$ cat config.mk
export PLATFORM = sky130hd
export DESIGN_NAME = memoryArbiter
export DESIGN_NICKNAME = d
export VERILOG_FILES = /design/src/verilog/rvcPkg.sv /design/src/verilog/memoryArbiter.sv
export SDC_FILE = /design/constraint.sdc
export NUM_CORES = 1
export LEC_CHECK = 0
export BUFFER_PORTS_ARGS = -buffer_cell sky130_fd_sc_hd__buf_2
export CAP_MARGIN = 20
export CORE_MARGIN = 3
export CORE_UTILIZATION = 20
export DETAILED_ROUTE_END_ITERATION = 16
export GPL_ROUTABILITY_DRIVEN = 0
export GPL_TIMING_DRIVEN = 0
export PLACE_DENSITY = 0.75
export SYNTH_ARGS = -nofsm -noshare
export SYNTH_HDL_FRONTEND = slang
export SYNTH_SLANG_ARGS = --single-unit
$ cat constraint.sdc
create_clock -name clk -period 0.8 [get_ports clk]
set_input_delay 0.12 -clock clk [delete_from_list [all_inputs] [get_ports clk]]
set_output_delay 0.12 -clock clk [all_outputs]
set_load 0.05 [all_outputs]
$ cat src/verilog/rvcPkg.sv
package rvcPkg;

  // Program memory geometry
  localparam int MemWords  = 256;
  localparam int AddrWidth = 8;

  // Base ISA opcodes
  localparam logic [6:0] OpImm    = 7'b0010011;
  localparam logic [6:0] OpLoad   = 7'b0000011;
  localparam logic [6:0] OpStore  = 7'b0100011;
  localparam logic [6:0] OpLui    = 7'b0110111;
  localparam logic [6:0] OpJal    = 7'b1101111;
  localparam logic [6:0] OpBranch = 7'b1100011;
  localparam logic [6:0] OpReg    = 7'b0110011;

  localparam logic [1:0] FullOp = 2'b11; // Low bits of a 32-bit instruction

  localparam logic [4:0] ZeroReg = 5'd0;
  localparam logic [4:0] RaReg   = 5'd1;
  localparam logic [4:0] SpReg   = 5'd2;

  // One 16-bit parcel seen with full or with compact register fields
  typedef union packed {
    struct packed {
      logic [2:0] func3;
      logic       func4;
      logic [4:0] rsLeft;
      logic [4:0] rsRight;
      logic [1:0] op;
    } wide;
    struct packed {
      logic [2:0] func3;
      logic [2:0] immHigh;
      logic [2:0] rsLeft;
      logic [1:0] immLow;
      logic [2:0] rsRight;
      logic [1:0] op;
    } narrow;
  } compactParcel;

endpackage
$ cat src/verilog/memoryArbiter.sv
module memoryArbiter import rvcPkg::*; (
  input  logic                 clk,
  input  logic                 rst,
  input  logic                 loadWrite,
  input  logic [AddrWidth-1:0] loadAddr,
  input  logic [31:0]          loadData,
  input  logic                 fetchRead,
  input  logic [AddrWidth-1:0] fetchAddr,
  output logic                 fetchGrant,
  output logic                 fetchDataValid,
  output logic                 memEnable,
  output logic                 memWrite,
  output logic [AddrWidth-1:0] memAddr,
  output logic [31:0]          memWriteData
);

  // Loader always wins the port
  assign fetchGrant   = fetchRead && !loadWrite;
  assign memEnable    = loadWrite || fetchRead;
  assign memWrite     = loadWrite;
  assign memAddr      = loadWrite ? loadAddr : fetchAddr;
  assign memWriteData = loadData;

  always_ff @(posedge clk) begin
    if (rst) begin
      fetchDataValid <= 1'b0;
    end else begin
      fetchDataValid <= fetchGrant; // Read data is on the port next cycle
    end
  end

endmodule

* Word level (Yosys, flattened, before mapping)
Index checks and enable logic that the tools add are counted.
** Operators by class
- Muxes and demuxes :: 1
- Reduce and logical (&&, ||, !) cells :: 3
** Operator list (number)
- $mux W8 :: 1
- $logic_and A1 B1 Y1 :: 1
- $logic_not A1 Y1 :: 1
- $logic_or A1 B1 Y1 :: 1
** Storage, ports and cells
- Flip-flop bits (word level) :: 1
- Input bits :: 52
- Output and inout port bits :: 44

* Longest topological paths before layout
- Word-level depth :: 2
- Gate-level depth with buffers :: 2
- Depth with buffers taken out :: 1

* Least setup slack after synthesis
Ideal clock, no wire load.
- Path type :: input-to-output
- Start :: in loadWrite
- End :: out memEnable
- Arrival :: 0.657 ns
- Buffers on the path :: 1
- Data required time :: 0.680 ns
- Setup slack :: 0.023 ns
- Stages on the path :: 2
- Cells stage by stage :: buf_6 > or2_1
** On the way
- Longest elaborated chain between the ends :: 1
** Ends and longest elaborated chain
- start, declared :: line memoryArbiter.sv:4 : input logic loadWrite,
- $logic_or A1 B1 Y1 :: line memoryArbiter.sv:19 : assign memEnable = loadWrite || fetchRead;
- end, declared :: line memoryArbiter.sv:11 : output logic memEnable,
Every way passes these cells.

* Worst setup path in the final report
- Start :: in loadWrite
- End :: out memAddr[4]
** On the way
- Longest elaborated chain between the ends :: 1
** Ends and longest elaborated chain
- $mux W8 :: line memoryArbiter.sv:21 : assign memAddr = loadWrite ? loadAddr : fetchAddr;
- end, declared :: line memoryArbiter.sv:13 : output logic [AddrWidth-1:0] memAddr,
Every way passes these cells.

==> flow_summary_export.csv <==
group,metric,value,unit
run_status,outcome,"complete, but fails checks",
run_status,violations,"negative setup slack",
worst_setup_path,endpoint_kind,"output port",
global_route,grt_busiest_layer,"met2",
yosys,avgSynthCellArea,9.085,sq um
place,placedCellCount,134,
yosys,synth.top_cells.by_count,"buf_4, mux2_4",
die,die_h,51.71,microns
global_route,grt_use_total,9.683,%
layout,drive_gt1_share,97.27,%
worst_setup_path,cpMostUsedCell,"buf_8",
worst_setup_path,cp_cell_sequence,"buf_12, buf_8, mux2_4, buf_8",
detailed_routing,dr.pass1.iters,2,
detailed_routing,avgRoutedWirePerCell,10.96,microns
global_route,use_met1,8.778,%
detailed_routing,vias,508,
die,die_w,51.71,microns
die,std_cell_rows,15,
layout,largest_register_ffs,1,
layout,postLayoutCellArea,880.8,sq um
die,die-area,2674,sq um
worst_setup_path,worstPathRequired,0.68,ns
yosys,yosysTopAreaCell,"buf_4",
worst_setup_path,path_class,"input port to output port",
yosys,synth_seq_cells,1,
global_route,gr-total-overflow,0,
yosys,netlist_area,417.9,sq um
timing,layout_setup_ws,-0.1326,ns
yosys,synth.distinct_cells,8,
clocking,cts_setup_buffers,0,
global_route,grt_start_max_net_pins,6,
yosys,synthFlopType,"dfxtp_1",
layout,area_growth,110.8,%
yosys,synthArstFlopShare,0,%
timing,slew_headroom,83.04,%
layout,fillers,185,
layout,reg_top3,"fetchDataValid: 1 flops",
detailed_routing,route.detailed.drc,0,
min_path,hold_path_class,"input port to flip-flop",
timing,layout_worst_path_cycle_share,116.6,%
layout,top_register,"fetchDataValid",
yosys,synth_top_area_share,59.28,%
layout,final_cells,135,
global_route,use_met2,23.31,%
detailed_routing,drtIter0Drc,1,
die,fp.coreArea,1839,sq um
yosys,ys_seq_area_share,4.790,%
detailed_routing,drt_wl_total,1479,microns
worst_setup_path,cpPeakStageDelay,0.30,ns
pwr,ir_drop,0.0006023,V
timing,drv_slew,0,
detailed_routing,final_antenna_net_count,0,
global_route,grtUsageMet3,0.2865,%
yosys,syn_nets,98,
detailed_routing,viasPerCell,3.763,
layout,n_antenna_cell,0,
yosys,synth_edf_count,0,
layout,final_nets,164,
timing,hold_viol,0,
yosys,yosysWarnings,0,
die,start_util,22.72,%
global_route,antenna_found_initial,0,
timing,fmax,1072,MHz
worst_setup_path,crit_fanout,5,
clocking,cts.clk_slew.worst_paths,0,ns
worst_setup_path,arrival,0.81,ns
yosys,synthTopCellsByArea,"buf_4, mux2_4, dfxtp_1",
pwr,p_leak,0.5349,nW
die,io_pins,96,
job,drv_cap,0,
place,place_area,764.5,sq um
timing,worst_pin_slew,0.2561,ns
timing,rsz0062_at_grt,"yes",
clocking,cts_hold_buffers,0,
pwr,power_density,1090,nW/um^2
timing,min_period,0.9326,ns
yosys,synthMostInstantiatedCell,"buf_4",
global_route,grt_pass1_wl,2076,microns
timing,setup_viol,10,
yosys,netlist_instances,46,
worst_setup_path,critPathLaunchType,"input port",
global_route,grt_pass1_vias,512,
worst_setup_path,cp_slowest_cell,"mux2_4",
place,io_buffer_count,63,
## cell usage in the layout (no fill, tap or decap)
cell type / n
mux2_4: 7
mux2_2: 1
nor3b_1: 1
and2b_2: 1
or2_1: 1
dfxtp_1: 1
buf_16: 1
buf_8: 3
buf_6: 8
buf_2: 52
buf_4: 33
buf_12: 1
## layer usage
metal | part of all wire (%) | up-vias
met5 | 0 | -
met2 | 66 | 45
li1 | - | 241
met1 | 23 | 222
met4 | 0 | 0
met3 | 12 | 0
## where the power goes
group | switching [mW] | total [mW] | internal (mW)
combinational | 0.563 | 0.907 | 0.345
clock | 0 | 0 | 0
sequential | 0.000323 | 0.0532 | 0.0529
## repair_timing
action	in CTS	in global routing
gates cloned	1	0
endpoints found under the setup margin	10	10
resized for setup	28	0
pin swaps	1	0
## kinds of logic (layout without fill, tap and decap cells)
kind of cell	Yosys count	in the layout	synth area share, %
buf+inv	34	98	61.98
mux	8	8	27.84
simple gates	3	3	5.391
flops	1	1	4.791
## layout make-up
| type | instances | area, sq um | share of cell area (%) |
|---|---|---|---|
| sequential | 1 | 20.02 | 2.273 |
| buffer | 34 | 262.8 | 29.83 |
| tap | 25 | 31.28 | 3.551 |
| multi-input combinational | 11 | 138.9 | 15.77 |
| timing repair buffer | 64 | 427.9 | 48.58 |
## critical path: cells and delay by family
family	cells	cell delay, ns
buffers and inverters	3	0.38
muxes	1	0.30
## stage by stage
step                      TNS [ns]  hold WS [ns]  utilization [%]  worst slack (ns)  total power, mW
after floorplan                  0        0.1958                -           0.02308           0.7163
after global placement      -1.925        0.2819            41.56           -0.2244           0.8725
after detailed placement    -2.036        0.2905            41.56           -0.2380           0.8793
after CTS                   -1.021        0.2911            47.89           -0.1382           0.9685
after global routing        -1.136        0.2964            47.89           -0.1490           0.9953
final                      -0.9785        0.2887            47.89           -0.1326           0.9603
## path summary, 6_finish.rpt
kind / start / cells past startpoint / to / slack [ns]
max: loadWrite / 4 / memAddr[4] / -0.13
min: rst / 2 / fetchDataValid / 0.29
(Power assumes the default switching activity.)
