### src/verilog/rvcPkg.sv
package rvcPkg;

  // Program memory geometry
  localparam int MemWords  = 256;
  localparam int AddrWidth = 8;

  // Base ISA opcodes
  localparam logic [6:0] OpImm    = 7'b0010011;
  localparam logic [6:0] OpLoad   = 7'b0000011;
  localparam logic [6:0] OpStore  = 7'b0100011;
  localparam logic [6:0] OpLui    = 7'b0110111;
  localparam logic [6:0] OpJal    = 7'b1101111;
  localparam logic [6:0] OpBranch = 7'b1100011;
  localparam logic [6:0] OpReg    = 7'b0110011;

  localparam logic [1:0] FullOp = 2'b11; // Low bits of a 32-bit instruction

  localparam logic [4:0] ZeroReg = 5'd0;
  localparam logic [4:0] RaReg   = 5'd1;
  localparam logic [4:0] SpReg   = 5'd2;

  // One 16-bit parcel seen with full or with compact register fields
  typedef union packed {
    struct packed {
      logic [2:0] func3;
      logic       func4;
      logic [4:0] rsLeft;
      logic [4:0] rsRight;
      logic [1:0] op;
    } wide;
    struct packed {
      logic [2:0] func3;
      logic [2:0] immHigh;
      logic [2:0] rsLeft;
      logic [1:0] immLow;
      logic [2:0] rsRight;
      logic [1:0] op;
    } narrow;
  } compactParcel;

endpackage
### src/verilog/compactInstructionsUnit.sv
module compactInstructionsUnit import rvcPkg::*; (
  input  logic [31:0] targetInstruction,
  output logic [31:0] resultInstruction,
  output logic        illegal,
  output logic        ignored,
  output logic        notImplemented
);

  compactParcel parcel;

  logic [4:0]  rdNarrow;
  logic [4:0]  rs2Narrow;
  logic [11:0] immAddi4spn;
  logic [11:0] immWord;
  logic [11:0] immCi;
  logic [11:0] immJ;
  logic [11:0] immSp;
  logic [8:0]  immB;
  logic [19:0] immLui;
  logic [31:0] expanded;

  assign parcel = targetInstruction[15:0];

  assign rdNarrow  = {2'b01, parcel.narrow.rsLeft}; // x8..x15
  assign rs2Narrow = {2'b01, parcel.narrow.rsRight};

  // Immediates scrambled as the compressed formats place them
  assign immAddi4spn = {2'b00, parcel[10:7], parcel[12:11], parcel[5], parcel[6], 2'b00};
  assign immWord     = {5'b00000, parcel[5], parcel.narrow.immHigh, parcel[6], 2'b00};
  assign immCi       = {{7{parcel.wide.func4}}, parcel.wide.rsRight};
  assign immJ        = {parcel[12], parcel[8], parcel[10:9], parcel[6], parcel[7],
                        parcel[2], parcel[11], parcel[5:3], 1'b0};
  assign immB        = {parcel[12], parcel[6:5], parcel[2], parcel[11:10], parcel[4:3], 1'b0};
  assign immSp       = {{3{parcel[12]}}, parcel[4:3], parcel[5], parcel[2], parcel[6], 4'b0000};
  assign immLui      = {{15{parcel[12]}}, parcel.wide.rsRight};

  assign resultInstruction = (parcel.wide.op == FullOp) ? targetInstruction : expanded;

  always_comb begin
    expanded       = '0;
    illegal        = 1'b0;
    ignored        = 1'b0;
    notImplemented = 1'b0;

    case (parcel.wide.op)
      2'b00: begin
        case (parcel.wide.func3)
          3'b000: begin
            if (parcel == '0) begin
              illegal = 1'b1; // All-zero parcel
            end else begin // C.ADDI4SPN
              expanded = {immAddi4spn, SpReg, 3'b000, rs2Narrow, OpImm};
            end
          end
          3'b010: begin // C.LW
            expanded = {immWord, rdNarrow, 3'b010, rs2Narrow, OpLoad};
          end
          3'b100: illegal = 1'b1; // Reserved
          3'b110: begin // C.SW
            expanded = {immWord[11:5], rs2Narrow, rdNarrow, 3'b010, immWord[4:0], OpStore};
          end
          default: ignored = 1'b1; // FP and RV64/128 loads and stores
        endcase
      end

      2'b01: begin
        case (parcel.wide.func3)
          3'b000: begin // C.ADDI
            expanded = {immCi, parcel.wide.rsLeft, 3'b000, parcel.wide.rsLeft, OpImm};
          end
          3'b001: begin // C.JAL
            expanded = {immJ[11], immJ[10:1], immJ[11], {8{immJ[11]}}, RaReg, OpJal};
          end
          3'b010: begin // C.LI
            expanded = {immCi, ZeroReg, 3'b000, parcel.wide.rsLeft, OpImm};
          end
          3'b011: begin
            if (parcel.wide.rsLeft == SpReg) begin // C.ADDI16SP
              expanded = {immSp, SpReg, 3'b000, SpReg, OpImm};
            end else begin // C.LUI
              expanded = {immLui, parcel.wide.rsLeft, OpLui};
            end
          end
          3'b100: begin
            case (parcel.narrow.immHigh[1:0])
              2'b00: begin // C.SRLI
                expanded = {7'b0000000, parcel.wide.rsRight, rdNarrow, 3'b101, rdNarrow, OpImm};
              end
              2'b01: begin // C.SRAI
                expanded = {7'b0100000, parcel.wide.rsRight, rdNarrow, 3'b101, rdNarrow, OpImm};
              end
              2'b10: begin // C.ANDI
                expanded = {immCi, rdNarrow, 3'b111, rdNarrow, OpImm};
              end
              default: begin
                case ({parcel.wide.func4, parcel.narrow.immLow})
                  3'b000: expanded = {7'b0100000, rs2Narrow, rdNarrow, 3'b000, rdNarrow, OpReg};
                  3'b001: expanded = {7'b0000000, rs2Narrow, rdNarrow, 3'b100, rdNarrow, OpReg};
                  3'b010: expanded = {7'b0000000, rs2Narrow, rdNarrow, 3'b110, rdNarrow, OpReg};
                  3'b011: expanded = {7'b0000000, rs2Narrow, rdNarrow, 3'b111, rdNarrow, OpReg};
                  3'b100, 3'b101: ignored = 1'b1; // C.SUBW, C.ADDW
                  default: illegal = 1'b1;
                endcase
              end
            endcase
          end
          3'b101: begin // C.J
            expanded = {immJ[11], immJ[10:1], immJ[11], {8{immJ[11]}}, ZeroReg, OpJal};
          end
          3'b110: begin // C.BEQZ
            expanded = {immB[8], {2{immB[8]}}, immB[8:5], ZeroReg, rdNarrow, 3'b000,
                        immB[4:1], immB[8], OpBranch};
          end
          default: begin // C.BNEZ
            expanded = {immB[8], {2{immB[8]}}, immB[8:5], ZeroReg, rdNarrow, 3'b001,
                        immB[4:1], immB[8], OpBranch};
          end
        endcase
      end

      2'b10: begin
        case (parcel.wide.func3)
          3'b000: notImplemented = 1'b1; // C.SLLI
          3'b010: notImplemented = 1'b1; // C.LWSP
          3'b100: begin
            if (parcel.wide.func4 && parcel.wide.rsRight != ZeroReg) begin // C.ADD
              expanded = {7'b0000000, parcel.wide.rsRight, parcel.wide.rsLeft, 3'b000,
                          parcel.wide.rsLeft, OpReg};
            end else begin
              notImplemented = 1'b1; // C.JR, C.MV, C.EBREAK, C.JALR
            end
          end
          3'b110: notImplemented = 1'b1; // C.SWSP
          default: ignored = 1'b1; // FP and RV64/128 stack forms
        endcase
      end

      default: ; // Full-width word passes through
    endcase
  end

endmodule

### config.mk
export PLATFORM = sky130hd
export DESIGN_NAME = compactInstructionsUnit
export DESIGN_NICKNAME = d
export VERILOG_FILES = /design/src/verilog/rvcPkg.sv /design/src/verilog/compactInstructionsUnit.sv
export SDC_FILE = /design/constraint.sdc
export NUM_CORES = 1
export LEC_CHECK = 0
export BUFFER_PORTS_ARGS = -buffer_cell sky130_fd_sc_hd__buf_2
export CORE_ASPECT_RATIO = 0.7
export CORE_MARGIN = 2
export CORE_UTILIZATION = 45
export DETAILED_ROUTE_END_ITERATION = 16
export GPL_TIMING_DRIVEN = 0
export PLACE_DENSITY = 0.75
export SYNTH_ARGS = -nofsm -noshare
export SYNTH_HDL_FRONTEND = slang
export SYNTH_SLANG_ARGS = --single-unit
### constraint.sdc
create_clock -name vclk -period 1.8
set_input_delay 0.09 -clock vclk [all_inputs]
set_output_delay 0.09 -clock vclk [all_outputs]
set_load 0.05 [all_outputs]
== Word-level counts from Yosys, hierarchy flattened ==
Cells that the tools add are included.

* Register bits after elaboration: 0
* Output and inout bits: 35

* Mux-type cells: 24
* Equality and inequality tests: 17
* Reductions and logical operators: 13

{| class="wikitable"
|+ Operator list
! operator !! number
|-
| $pmux 32 s7 || 1
|-
| $pmux 32 s3 || 2
|-
| $pmux 31 s4 || 1
|-
| $pmux 30 s3 || 1
|-
| $mux 25 || 2
|-
| $mux 32 || 1
|-
| $mux 30 || 1
|-
| $mux 29 || 1
|-
| $logic_not 16->1 || 1
|-
| $eq 3x3->1 const B || 5
|-
| $eq 3x2->1 const B || 4
|-
| $mux 1 || 10
|-
| $pmux 1 s2 || 4
|-
| $eq 2x2->1 const B || 3
|-
| $eq 3x1->1 const B || 2
|-
| $logic_not 3->1 || 2
|-
| $reduce_or 3->1 || 2
|-
| $reduce_or 6->1 || 1
|-
| $eq 5x2->1 const B || 1
|-
| $reduce_bool 5->1 || 1
|-
| $eq 2x1->1 const B || 2
|-
| $logic_not 2->1 || 2
|-
| $reduce_or 2->1 || 2
|-
| $reduce_or 4->1 || 1
|-
| $logic_and 1x1->1 || 1
|}

== Longest topological paths before layout ==
* Word-level depth: 6
* Mapped depth: 7
* Gate-level depth less buffers: 5

== Worst setup path before layout ==
No wires, ideal clock.

* Kind: input port to output port
* Start point: input port targetInstruction[14]
* End point: output port resultInstruction[11]
* Stages on the path: 6
* Data arrival time: 2148 ps
* Setup slack: -438 ps
* Cells stage by stage: buf_6 -> nor3b_2 -> o211ai_1 -> a21oi_1 -> nor2_1 -> a21boi_0

* Word-level cells in the longest chain between the ends: 4
* Elaborated cells on any way between the ends: 12

{| class="wikitable"
|+ RTL lines
! what !! RTL line !! source
|-
| from (decl) || compactInstructionsUnit.sv:2 || <nowiki>input logic [31:0] targetInstruction,</nowiki>
|-
| $eq 3x3->1, or another cell as far along || compactInstructionsUnit.sv:47, compactInstructionsUnit.sv:67 ||
|-
| $pmux 32 s7, or another cell as far along || compactInstructionsUnit.sv:67 || <nowiki>case (parcel.wide.func3)</nowiki>
|-
| $pmux 32 s3 * || compactInstructionsUnit.sv:45 || <nowiki>case (parcel.wide.op)</nowiki>
|-
| $mux 32 * || compactInstructionsUnit.sv:37 || <nowiki>assign resultInstruction = (parcel.wide.op == FullOp) ? targetInstruction : expanded;</nowiki>
|-
| to (decl) || compactInstructionsUnit.sv:3 || <nowiki>output logic [31:0] resultInstruction,</nowiki>
|}

Mark *: on every way between the ends. The rest lies on a longest branch, timed or not.

== Worst setup path in the final report ==
* Start point: input port targetInstruction[5]
* End point: output port resultInstruction[24]

* Word-level cells in the longest chain between the ends: 6
* Elaborated cells on any way between the ends: 9

{| class="wikitable"
|+ RTL lines
! what !! RTL line
|-
| branches (longest 4 deep; another with $mux 30) || -
|-
| $pmux 32 s3 * || compactInstructionsUnit.sv:45
|-
| $mux 32 * || compactInstructionsUnit.sv:37
|}

Every way passes the cells marked *.

==> metrics.txt <==
power share of the sequential group 0%; GR Overflow Total 0; Yosys top cell area share 8.48%; DRC 0; Avg Inst Size Synth 6.13 sq um; area grow syn2layout 56.4%; chip width 75.1 um; fin util 72.3%; Worst Setup Path Type input pin to output pin; Post-Syn Area 0.00159 sq mm; Setup crit end resultInstruction[24]; YS warnings 0; most area-consuming cells after synthesis o21ai_0, nand2_1, a21oi_1, nor2_1, buf_6; Setup WS post-layout -21.9 ps; CP Depth 7; Worst EP arrival 1730 ps; internal cell power 0.281 mW; Sequential Area 0 sq um; Initial DRC Count 495; gpl congestion 1.02; switching share of total power 67.0%; CP max-delay cell or4_4; initial core utilization 46.3%; Buf/Inv on CP 2; Finished Cell Area 0.00249 sq mm; via count 2674; TNS Setup -84.5 ps; n_diodes 0; Synth area leader o21ai_0; post-layout minimum cycle time 1820 ps; Worst Hold Slack 587 ps; layout cell share with drive strength beyond 1 45.5%; worst-path fanout max 7; Crit. End Element output pin; first-pass GRT wire length 12100 um; max-cap viol count 0; # setup viols final 5; pre-CTS WS -336 ps; Final HPWL DP 5740 um; Die Y 53.8 um; sequential-to-total area share from yosys stat 0%; initial antenna violation count 0; Worst slew margin 62.3%; largest net degree at the start of global routing 11; Seq cells 0; clkbuf count 0; Logic pwr share 100.0%; CP startpoint kind input pin; NetSw 0.572 mW; WL per Instance 21.2 um; Mapped Cells 260; Post-Place Cell Area 0.00204 sq mm; final antenna-violating net count 0; Setup crit start targetInstruction[5]; outcome finished with violations; worst-margin pin slew 565 ps; Mapped Nets 292; pwr dens 342 mW/mm^2; power share of the clock group 0%; via/cell ratio 6.84; PortBufs 64; Static Leak 1.07 nW; Final Non-Filler Cells 391; FP Rows 18; Min-Delay Path Class input pin to output pin; most frequent cells in the layout buf_2, nand2_1, o21ai_0; # IOs 67; Final Hold Vio Count 0; vias in the first global route 2270; worst path cell trace buf_8 -> or4_4 -> nor2_4 -> nor2_4 -> a2111oi_2 -> o211ai_1 -> buf_4; Top Family by Delay on Critical Path simple AND/OR/NAND/NOR gates; Max IR drop VDD 203 uV; Total Wirelength 8290 um; CP peak stage delay 560 ps; Nets 375; violated checks setup timing; Cells after DPL 374; total track usage 39.9%; Most common cell on crit path nor2_4; RSZ-0062 raised after global routing yes; most common cell after layout, fill and taps aside buf_2; Final period util 101%; Slew Limit Fails 0; DRT Pass-1 Iters 6; die area 0.00404 sq mm; Core Box Area 0.00345 sq mm; max frequency 549 MHz; WP data required 1710 ps; Synth cell types 65; total power 0.853 mW
## worst min path at each step
stage                            end  cells after the start  slack [ps]                   from
5_1_grt                      ignored                      3         600   targetInstruction[6]
3_5_place_dp                 ignored                      3         570   targetInstruction[6]
2_1_floorplan  resultInstruction[27]                      2         410  targetInstruction[27]
3_3_place_gp                 ignored                      3         580   targetInstruction[6]
6_report       resultInstruction[20]                      4         590  targetInstruction[20]
4_1_cts                      ignored                      3         570   targetInstruction[6]
## power groups by stage
stage | logic, mW | registers [mW] | clock network, mW
2_1_floorplan | 0.521 | 0 | 0
3_3_place_gp | 0.716 | 0 | 0
3_5_place_dp | 0.714 | 0 | 0
4_1_cts | 0.763 | 0 | 0
5_1_grt | 0.891 | 0 | 0
6_report | 0.853 | 0 | 0
## cells in the mapped netlist, types with 6 or more instances
cell      instances
nand2_1          34
o21ai_0          27
nor2_1           23
a21oi_1          21
clkbuf_1         13
nor3_1            8
a22oi_1           7
inv_1             7
nand3_1           7
o211ai_1          7
a31oi_1           6
buf_6             6
## area by class of cell
| type | count | area (sq um) |
|---|---|---|
| fillers | 303 | 953 |
| plain buffers | 26 | 204 |
| well taps | 50 | 62.6 |
| multi-input cells | 225 | 1610 |
| repair buffers | 81 | 577 |
| inverters | 9 | 38.8 |
## logic make-up after synthesis
family,after synthesis,share of synthesized area [%]
and+or+nand+nor,106,36.1
muxes,1,0.628
buffers and inverters,35,13.2
AOI/OAI and AO/OA,118,50.1
## layer usage
| layer | GRT usage, % | share of wire [%] | vias to the layer above | wire (um) |
|---|---|---|---|---|
| li1 | - | - | 1167 | - |
| met1 | 56.1 | 39 | 1198 | 3260 |
| met2 | 58.8 | 41 | 257 | 3440 |
| met3 | 9.93 | 15 | 52 | 1240 |
| met4 | 14.3 | 4.2 | 0 | 349 |
| met5 | 0 | 0 | - | 0 |
## timing repair
action	in CTS	in global routing
gates resized for setup	46	59
hold buffers	0	0
cloned	0	0
pin swaps	7	19
setup buffers	6	11
endpoints found under the setup margin	26	27
No activity file was read; power rests on OpenSTA's default activity.
