$ cat src/verilog/rvcPkg.sv
package rvcPkg;

  // Program memory geometry
  localparam int MemWords  = 256;
  localparam int AddrWidth = 8;

  // Base ISA opcodes
  localparam logic [6:0] OpImm    = 7'b0010011;
  localparam logic [6:0] OpLoad   = 7'b0000011;
  localparam logic [6:0] OpStore  = 7'b0100011;
  localparam logic [6:0] OpLui    = 7'b0110111;
  localparam logic [6:0] OpJal    = 7'b1101111;
  localparam logic [6:0] OpBranch = 7'b1100011;
  localparam logic [6:0] OpReg    = 7'b0110011;

  localparam logic [1:0] FullOp = 2'b11; // Low bits of a 32-bit instruction

  localparam logic [4:0] ZeroReg = 5'd0;
  localparam logic [4:0] RaReg   = 5'd1;
  localparam logic [4:0] SpReg   = 5'd2;

  // One 16-bit parcel seen with full or with compact register fields
  typedef union packed {
    struct packed {
      logic [2:0] func3;
      logic       func4;
      logic [4:0] rsLeft;
      logic [4:0] rsRight;
      logic [1:0] op;
    } wide;
    struct packed {
      logic [2:0] func3;
      logic [2:0] immHigh;
      logic [2:0] rsLeft;
      logic [1:0] immLow;
      logic [2:0] rsRight;
      logic [1:0] op;
    } narrow;
  } compactParcel;

endpackage
$ cat src/verilog/fetchUnit.sv
module fetchUnit import rvcPkg::*; (
  input  logic                 clk,
  input  logic                 rst,
  input  logic                 run,
  input  logic                 stall,
  output logic                 fetchRead,
  output logic [AddrWidth-1:0] fetchAddr,
  input  logic                 fetchGrant,
  input  logic                 fetchDataValid,
  input  logic [31:0]          fetchData,
  output logic [31:0]          targetInstruction,
  output logic                 instrValid,
  output logic [31:0]          instrPc,
  output logic                 isCompressed
);

  logic [31:0]          pc;
  logic [31:0]          bufWord;
  logic [AddrWidth-1:0] bufAddr;
  logic                 bufValid;
  logic [15:0]          upperHalf; // First half of a straddling instruction
  logic                 upperValid;

  logic [AddrWidth-1:0] needAddr;
  logic                 curValid;
  logic [31:0]          curWord;
  compactParcel         parcel;
  logic                 isFull;
  logic                 take;

  // Straddling instruction wants the word after the pc
  assign needAddr = upperValid ? pc[AddrWidth+1:2] + 1'b1 : pc[AddrWidth+1:2];
  assign curValid = fetchDataValid || (bufValid && bufAddr == needAddr);
  assign curWord  = fetchDataValid ? fetchData : bufWord;
  assign parcel   = pc[1] ? curWord[31:16] : curWord[15:0];
  assign isFull   = parcel.wide.op == FullOp;
  assign take     = run && !stall && curValid;

  assign fetchRead = run && !stall && !curValid;
  assign fetchAddr = needAddr;

  always_ff @(posedge clk) begin
    if (rst) begin
      pc                <= '0;
      bufValid          <= 1'b0;
      upperValid        <= 1'b0;
      instrValid        <= 1'b0;
      instrPc           <= '0;
      targetInstruction <= '0;
      isCompressed      <= 1'b0;
    end else begin
      if (fetchGrant) begin
        bufValid <= 1'b0; // Old word is replaced
      end else if (fetchDataValid) begin
        bufValid <= 1'b1;
      end
      if (!stall) begin // Outputs hold during stall
        instrValid <= 1'b0;
        if (take) begin
          if (upperValid) begin
            targetInstruction <= {curWord[15:0], upperHalf};
            isCompressed      <= 1'b0;
            instrValid        <= 1'b1;
            instrPc           <= pc;
            pc                <= pc + 32'd4;
            upperValid        <= 1'b0;
          end else if (!isFull) begin
            targetInstruction <= {16'h0000, parcel};
            isCompressed      <= 1'b1;
            instrValid        <= 1'b1;
            instrPc           <= pc;
            pc                <= pc + 32'd2;
          end else if (!pc[1]) begin
            targetInstruction <= curWord;
            isCompressed      <= 1'b0;
            instrValid        <= 1'b1;
            instrPc           <= pc;
            pc                <= pc + 32'd4;
          end else begin
            upperValid <= 1'b1; // Wait for the next word
          end
        end
      end
    end
  end

  always_ff @(posedge clk) begin
    if (fetchGrant) begin
      bufAddr <= fetchAddr;
    end
    if (fetchDataValid) begin
      bufWord <= fetchData;
    end
    if (take && !upperValid && isFull && pc[1]) begin
      upperHalf <= curWord[31:16];
    end
  end

endmodule

$ cat config.mk
export PLATFORM = sky130hd
export DESIGN_NAME = fetchUnit
export DESIGN_NICKNAME = d
export VERILOG_FILES = /design/src/verilog/rvcPkg.sv /design/src/verilog/fetchUnit.sv
export SDC_FILE = /design/constraint.sdc
export NUM_CORES = 1
export LEC_CHECK = 0
export BUFFER_PORTS_ARGS = -buffer_cell sky130_fd_sc_hd__buf_2
export CAP_MARGIN = 10
export CORE_ASPECT_RATIO = 1.5
export CORE_UTILIZATION = 40
export DETAILED_ROUTE_END_ITERATION = 10
export PLACE_DENSITY = 0.6
export SYNTH_ARGS = -nofsm -noshare
export SYNTH_HDL_FRONTEND = slang
export SYNTH_SLANG_ARGS = --single-unit
$ cat constraint.sdc
create_clock -name clk -period 4.4 [get_ports clk]
set_input_delay 0.66 -clock clk [delete_from_list [all_inputs] [get_ports clk]]
set_output_delay 0.66 -clock clk [all_outputs]
set_load 0.005 [all_outputs]
-- Word-level counts from Yosys, hierarchy flattened
Index checks and enable logic that the tools add are counted.
- add/subtract/negate cells: 3
- multiply operators: 0
- divide/modulo/power cells: 0
- magnitude comparators: 0
- equality and inequality tests: 3
- shifts and indexed selects: 0
- multiplexer cells: 22
- bitwise logic cells: 1
- reduce and logical (&&, ||, !) cells: 14
- operators by type and width (cell ; number):
    32-bit 2-to-1 mux ; 10
    32-bit by 2-bit adder with 32-bit output (second input constant) ; 1
    32-bit by 3-bit adder with 32-bit output (second input constant) ; 1
    16-bit 2-to-1 mux ; 1
    1-bit 2-to-1 mux ; 10
    8-bit by 1-bit adder with 8-bit output (second input constant) ; 1
    8-bit equality test ; 1
    8-bit 2-to-1 mux ; 1
    1-bit logical AND ; 7
    1-bit logical NOT ; 3
    3-bit != test (second input constant) ; 1
    3-bit AND reduction ; 1
    2-bit equality test (second input constant) ; 1
    2-bit AND reduction ; 1
    2-bit OR reduction ; 1
    1-bit logical OR ; 1
    1-bit NOT ; 1
- register bits after elaboration: 156
- latch bits: 0
- memory bits (writable): 0
- bits in read-only memories: 0
- output and inout port bits: 75
- memories kept: 0

-- Logic depth before layout (Yosys ltp)
- word-level depth: 9
- mapped depth: 10
- gate-level depth less buffers: 7

-- Worst setup path before layout
Ideal clock, no wire load.
- path kind: flip-flop to flip-flop
- from: register pc[2]
- to: register upperHalf[0], enable pin
- setup time: 409 ps
- arrival time: 3344 ps
- setup slack: 647 ps
- cell stages (with the launch flop): 8
- path buffers: 1
- clock period less this slack: 3753 ps
- cell sequence: dfxtp_1 > ha_1 > nand2_1 > or4_1 > xnor2_1 > o41a_4 > clkbuf_1 > nor3_1
- longest elaborated chain between the ends: 9
- RTL lines (item ; line ; RTL):
    from (decl) ; fetchUnit.sv:17 ; logic [31:0] pc;
    from (signal assigned) ; fetchUnit.sv:65 ; pc <= pc + 32'd4;
    from (signal assigned) ; fetchUnit.sv:72 ; pc <= pc + 32'd2;
    from (signal assigned) ; fetchUnit.sv:78 ; pc <= pc + 32'd4;
    8-bit by 1-bit adder with 8-bit output ; fetchUnit.sv:32 ; assign needAddr = upperValid ? pc[AddrWidth+1:2] + 1'b1 : pc[AddrWidth+1:2];
    8-bit 2-to-1 mux (*) ; fetchUnit.sv:32 ;
    8-bit equality test (*) ; fetchUnit.sv:33 ; assign curValid = fetchDataValid || (bufValid && bufAddr == needAddr);
    1-bit logical AND (*) ; fetchUnit.sv:33 ;
    1-bit logical OR (*) ; fetchUnit.sv:33 ;
    1-bit logical AND (*) ; fetchUnit.sv:37 ; assign take = run && !stall && curValid;
    1-bit logical AND (*) (3 in series) ; fetchUnit.sv:94 ; if (take && !upperValid && isFull && pc[1]) begin
    to (signal assigned) ; fetchUnit.sv:95 ; upperHalf <= curWord[31:16];
    to (decl) ; fetchUnit.sv:21 ; logic [15:0] upperHalf;
Mark *: on every way between the ends. The rest lies on a longest branch, timed or not.
A chain may end at the register's enable or synchronous reset.

-- Final worst setup path
- from: register pc[2]
- to: output fetchRead
- longest elaborated chain between the ends: 7
- RTL lines (item ; line ; RTL):
    8-bit by 1-bit adder with 8-bit output ; fetchUnit.sv:32 ;
    8-bit 2-to-1 mux (*) ; fetchUnit.sv:32 ;
    8-bit equality test (*) ; fetchUnit.sv:33 ;
    1-bit logical AND (*) ; fetchUnit.sv:33 ;
    1-bit logical OR (*) ; fetchUnit.sv:33 ;
    1-bit logical NOT (*) ; fetchUnit.sv:39 ; assign fetchRead = run && !stall && !curValid;
    1-bit logical AND (*) ; fetchUnit.sv:39 ;
    to (decl) ; fetchUnit.sv:6 ; output logic fetchRead,
Marks and branches as above.

==> out/metrics.yaml <==
worst_hold_path:
  hold_path_depth: 2
  timing.hold.worst.start: "instrPc[21]"
  worst_hold_check_path_type: "flop to flop"
  worst_hold_path.endpoint: "instrPc[21]"
finish:
  final_cell_mix: "dfxtp_1, buf_2, a21oi_1, nand3_1, o21ai_0"
  final_common_cell: "dfxtp_1"
  layout-drive-gt1-share: 0.257
  area_growth_from_synthesis_to_final_layout_pct: 17.7
  antennaDiodeCount: 0
  post_route_insts_no_fill: 1064
  fillCellCount: 1638
  finalNetCount: 882
setup_path:
  crit_path_cell_trace: "ha_1 > nand2_1 > or4_1 > xnor2_1 > o41ai_4 > nor2_1 > buf_2"
  critPathMaxFanout: 10
  critPathTopFamily: "simple AND/OR/NAND/NOR gates"
  setup.worst_path.start_class: "flop"
  slowest_stage: "or4_1"
  critical_path_class: "flop to primary output"
  worst-r2r-setup-slack_ps: 880
  r2r_start: "pc[2]"
  critical_path_required_ps: 3740
  crit_path_max_incr_delay_ps: 560
  critPathArrivalTime_ps: 2990
  crit_buf_inv: 1
  worstReg2RegEnd: "targetInstruction[14]"
  worst_r2r_path_depth: 8
  setup.worst_path.end_class: "primary output"
floorplan:
  floorplan.initialDensity: 0.411
  fp.dieW_microns: 111
  die_area_sq_um: 18500
  floorplan.rows: 59
  die_h_microns: 166
  core_sq_um: 17500
  ioPinCount: 113
global_routing:
  number_of_global_route_vias_before_repair: 5909
  grt_use_total: 0.213
  grt_start_max_net_pins: 71
  global_route_wire_length_before_repair_microns: 31400
  antenna_found_initial: 0
  grt_overflow: 0
pwr:
  vdd.ir_drop.worst_mv: 0.212
  leakagePower_uw: 0.00316
  power_density_nw_per_um2: 392
  design_power_total_uw: 3320
routing:
  detail_route.drc_violations: 10
  routed_wl_microns: 19100
  final_antenna_net_count: 0
  via_total_after_detailed_routing: 6113
  firstDrtPassIters: 8
  dr.first_iter.drc_count: 448
  via_per_inst: 5.75
  detail_route.wl_per_cell_microns: 18.0
yosys:
  synthDistinctLibCells: 57
  mappedNetlistArea_sq_um: 7190
  number_of_enable_type_register_cells_in_the_synthesized_netlist: 24
  synth_largest_area_cell: "dfxtp_1"
  syn_area_per_cell_sq_um: 9.48
  synth.area.top_cells: "dfxtp_1, edfxtp_1, a21oi_1"
  syn-num-nets: 803
  yosysSeqAreaShare: 0.462
  netlist_instances: 759
  post-synth-top-area-fraction: 0.362
  synth_warnings: 0
  synth_seq_cells: 154
  dominantRegCellSynth: "dfxtp_1"
  synthArstFlopShare: 0
sta:
  hold_ws_ps: 468
  unrepaired_setup_endpoints_after_global_routing: "false"
  maxClockFrequency_mhz: 274
  finalCriticalPeriod_ps: 3650
  final_hold_viol_count: 0
  worst_pin_slew_ps: 776
  slew_headroom: 0.478
  tcrit_tclk_final: 0.829
  layout_setup_ws_ps: 754
  timing_max_transition_violations_final: 0
  report.final.setup_viol: 0
  finalClockSkew_ps: 9.32
  totalNegativeSetupSlack_ps: 0
placed_design:
  place.detailed.hpwl_microns: 12700
  buffer_ports.inserted: 111
  post_placement_setup_slack_ps: 876
  gp_congestion: 0.798
  numPlacedInstances: 1032
status:
  violations: "design-rule violations"
  status: "finished, violations left"
clock_network:
  cts_root_buffer: "clkbuf_16"
  numCtsBuffers: 17
  cts_resized: 0
  clkLatencyLatePin_ps: 430
  post_cts_repair_timing_setup_buffer_count: 0
  clock-sinks: 154
  tritoncts: "yes"
  clk_path_buf_depth: 2
  cts.hold.buffers_added: 0
  cts_htree_levels: 4
  clkSlewWorstSetupHoldPaths_ps: 60
run:
  maxCapViolations: 0
[Yosys cell counts (7+ instances only)]
| cell type | count |
|---|---|
| a2111oi_0 | 15 |
| a211oi_1 | 16 |
| a21oi_1 | 99 |
| and3_1 | 9 |
| and4_1 | 7 |
| buf_2 | 11 |
| clkbuf_1 | 44 |
| dfxtp_1 | 130 |
| edfxtp_1 | 24 |
| inv_1 | 18 |
| mux2_2 | 40 |
| mux2i_1 | 16 |
| nand2_1 | 31 |
| nand3_1 | 47 |
| nand4_1 | 10 |
| nor2_1 | 36 |
| nor2b_1 | 7 |
| nor3_1 | 20 |
| nor3b_1 | 15 |
| nor4_1 | 9 |
| o2111ai_1 | 7 |
| o21ai_0 | 45 |
| o41ai_1 | 7 |
| or4_1 | 8 |
| xnor2_1 | 9 |
| xor2_1 | 7 |
[worst reg2reg max path, stage by stage, from the launching register on]
cell and delay, ps:
dfxtp_1 540, ha_1 310, nand2_1 160, or4_1 560, xnor2_1 230, o41a_4 770, buf_4 320, a2111oi_0 410
nor3_1 80
[worst max path at each step]
| stage | slack [ps] | depth (start not counted) | endpoint | startpoint |
|---|---|---|---|---|
| 3_5_place_dp | 880 | 8 | targetInstruction[14] | pc[2] |
| 3_3_place_gp | 980 | 8 | pc[2] | pc[2] |
| 5_1_grt | 610 | 7 | fetchRead | pc[2] |
| 6_report | 750 | 7 | fetchRead | pc[2] |
| 2_1_floorplan | 650 | 7 | upperHalf[0] | pc[2] |
| 4_1_cts | 760 | 7 | fetchRead | pc[2] |
[per-stage QoR]
step | instance area (sq um) | util
2_1_floorplan | 7190 | -
3_3_place_gp | 7870 | 0.450
3_5_place_dp | 7870 | 0.450
4_1_cts | 8470 | 0.484
5_1_grt | 8470 | 0.484
6_report | 8470 | 0.484
[final cells by class]
type | instances | area [sq um] | share of cell area
Multi-Input combinational cell | 519 | 3520 | 0.416
Sequential cell | 154 | 3320 | 0.393
Timing Repair Buffer | 128 | 686 | 0.0810
Clock buffer | 19 | 443 | 0.0523
Tap cell | 213 | 267 | 0.0315
Clock inverter | 13 | 158 | 0.0186
Inverter | 18 | 67.6 | 0.00798
[flip-flops by register name (all words and copies together), names as in the netlist]
signal,cells
isCompressed,1
upperHalf,16
bufValid,1
bufWord,32
pc,31
targetInstruction,32
instrPc,31
upperValid,1
instrValid,1
bufAddr,8
[cells by family (layout without fill, tap and decap cells)]
logic type	Yosys count	count (layout)	share of synthesized area
compound gates	223	223	0.200
simple gates	213	213	0.158
flops	154	154	0.462
buf+inv	86	178	0.0515
mux	58	58	0.0911
xor+xnor	18	18	0.0257
fa+ha+maj	6	6	0.0104
other cells	1	1	0.000521
[power by group]
part | internal [uW] | switching (uW)
combinational | 120 | 191
clock | 870 | 627
sequential | 1480 | 25.0
[routing by layer]
| layer | vias to the layer above | part of all wire | track usage |
|---|---|---|---|
| met3 | 31 | 0.048 | 0.0423 |
| met2 | 174 | 0.51 | 0.366 |
| met4 | 0 | 0.022 | 0.0870 |
| li1 | 3014 | - | - |
| met1 | 2894 | 0.42 | 0.260 |
| met5 | - | 0 | 0 |
No activity file was read; power rests on OpenSTA's default activity.
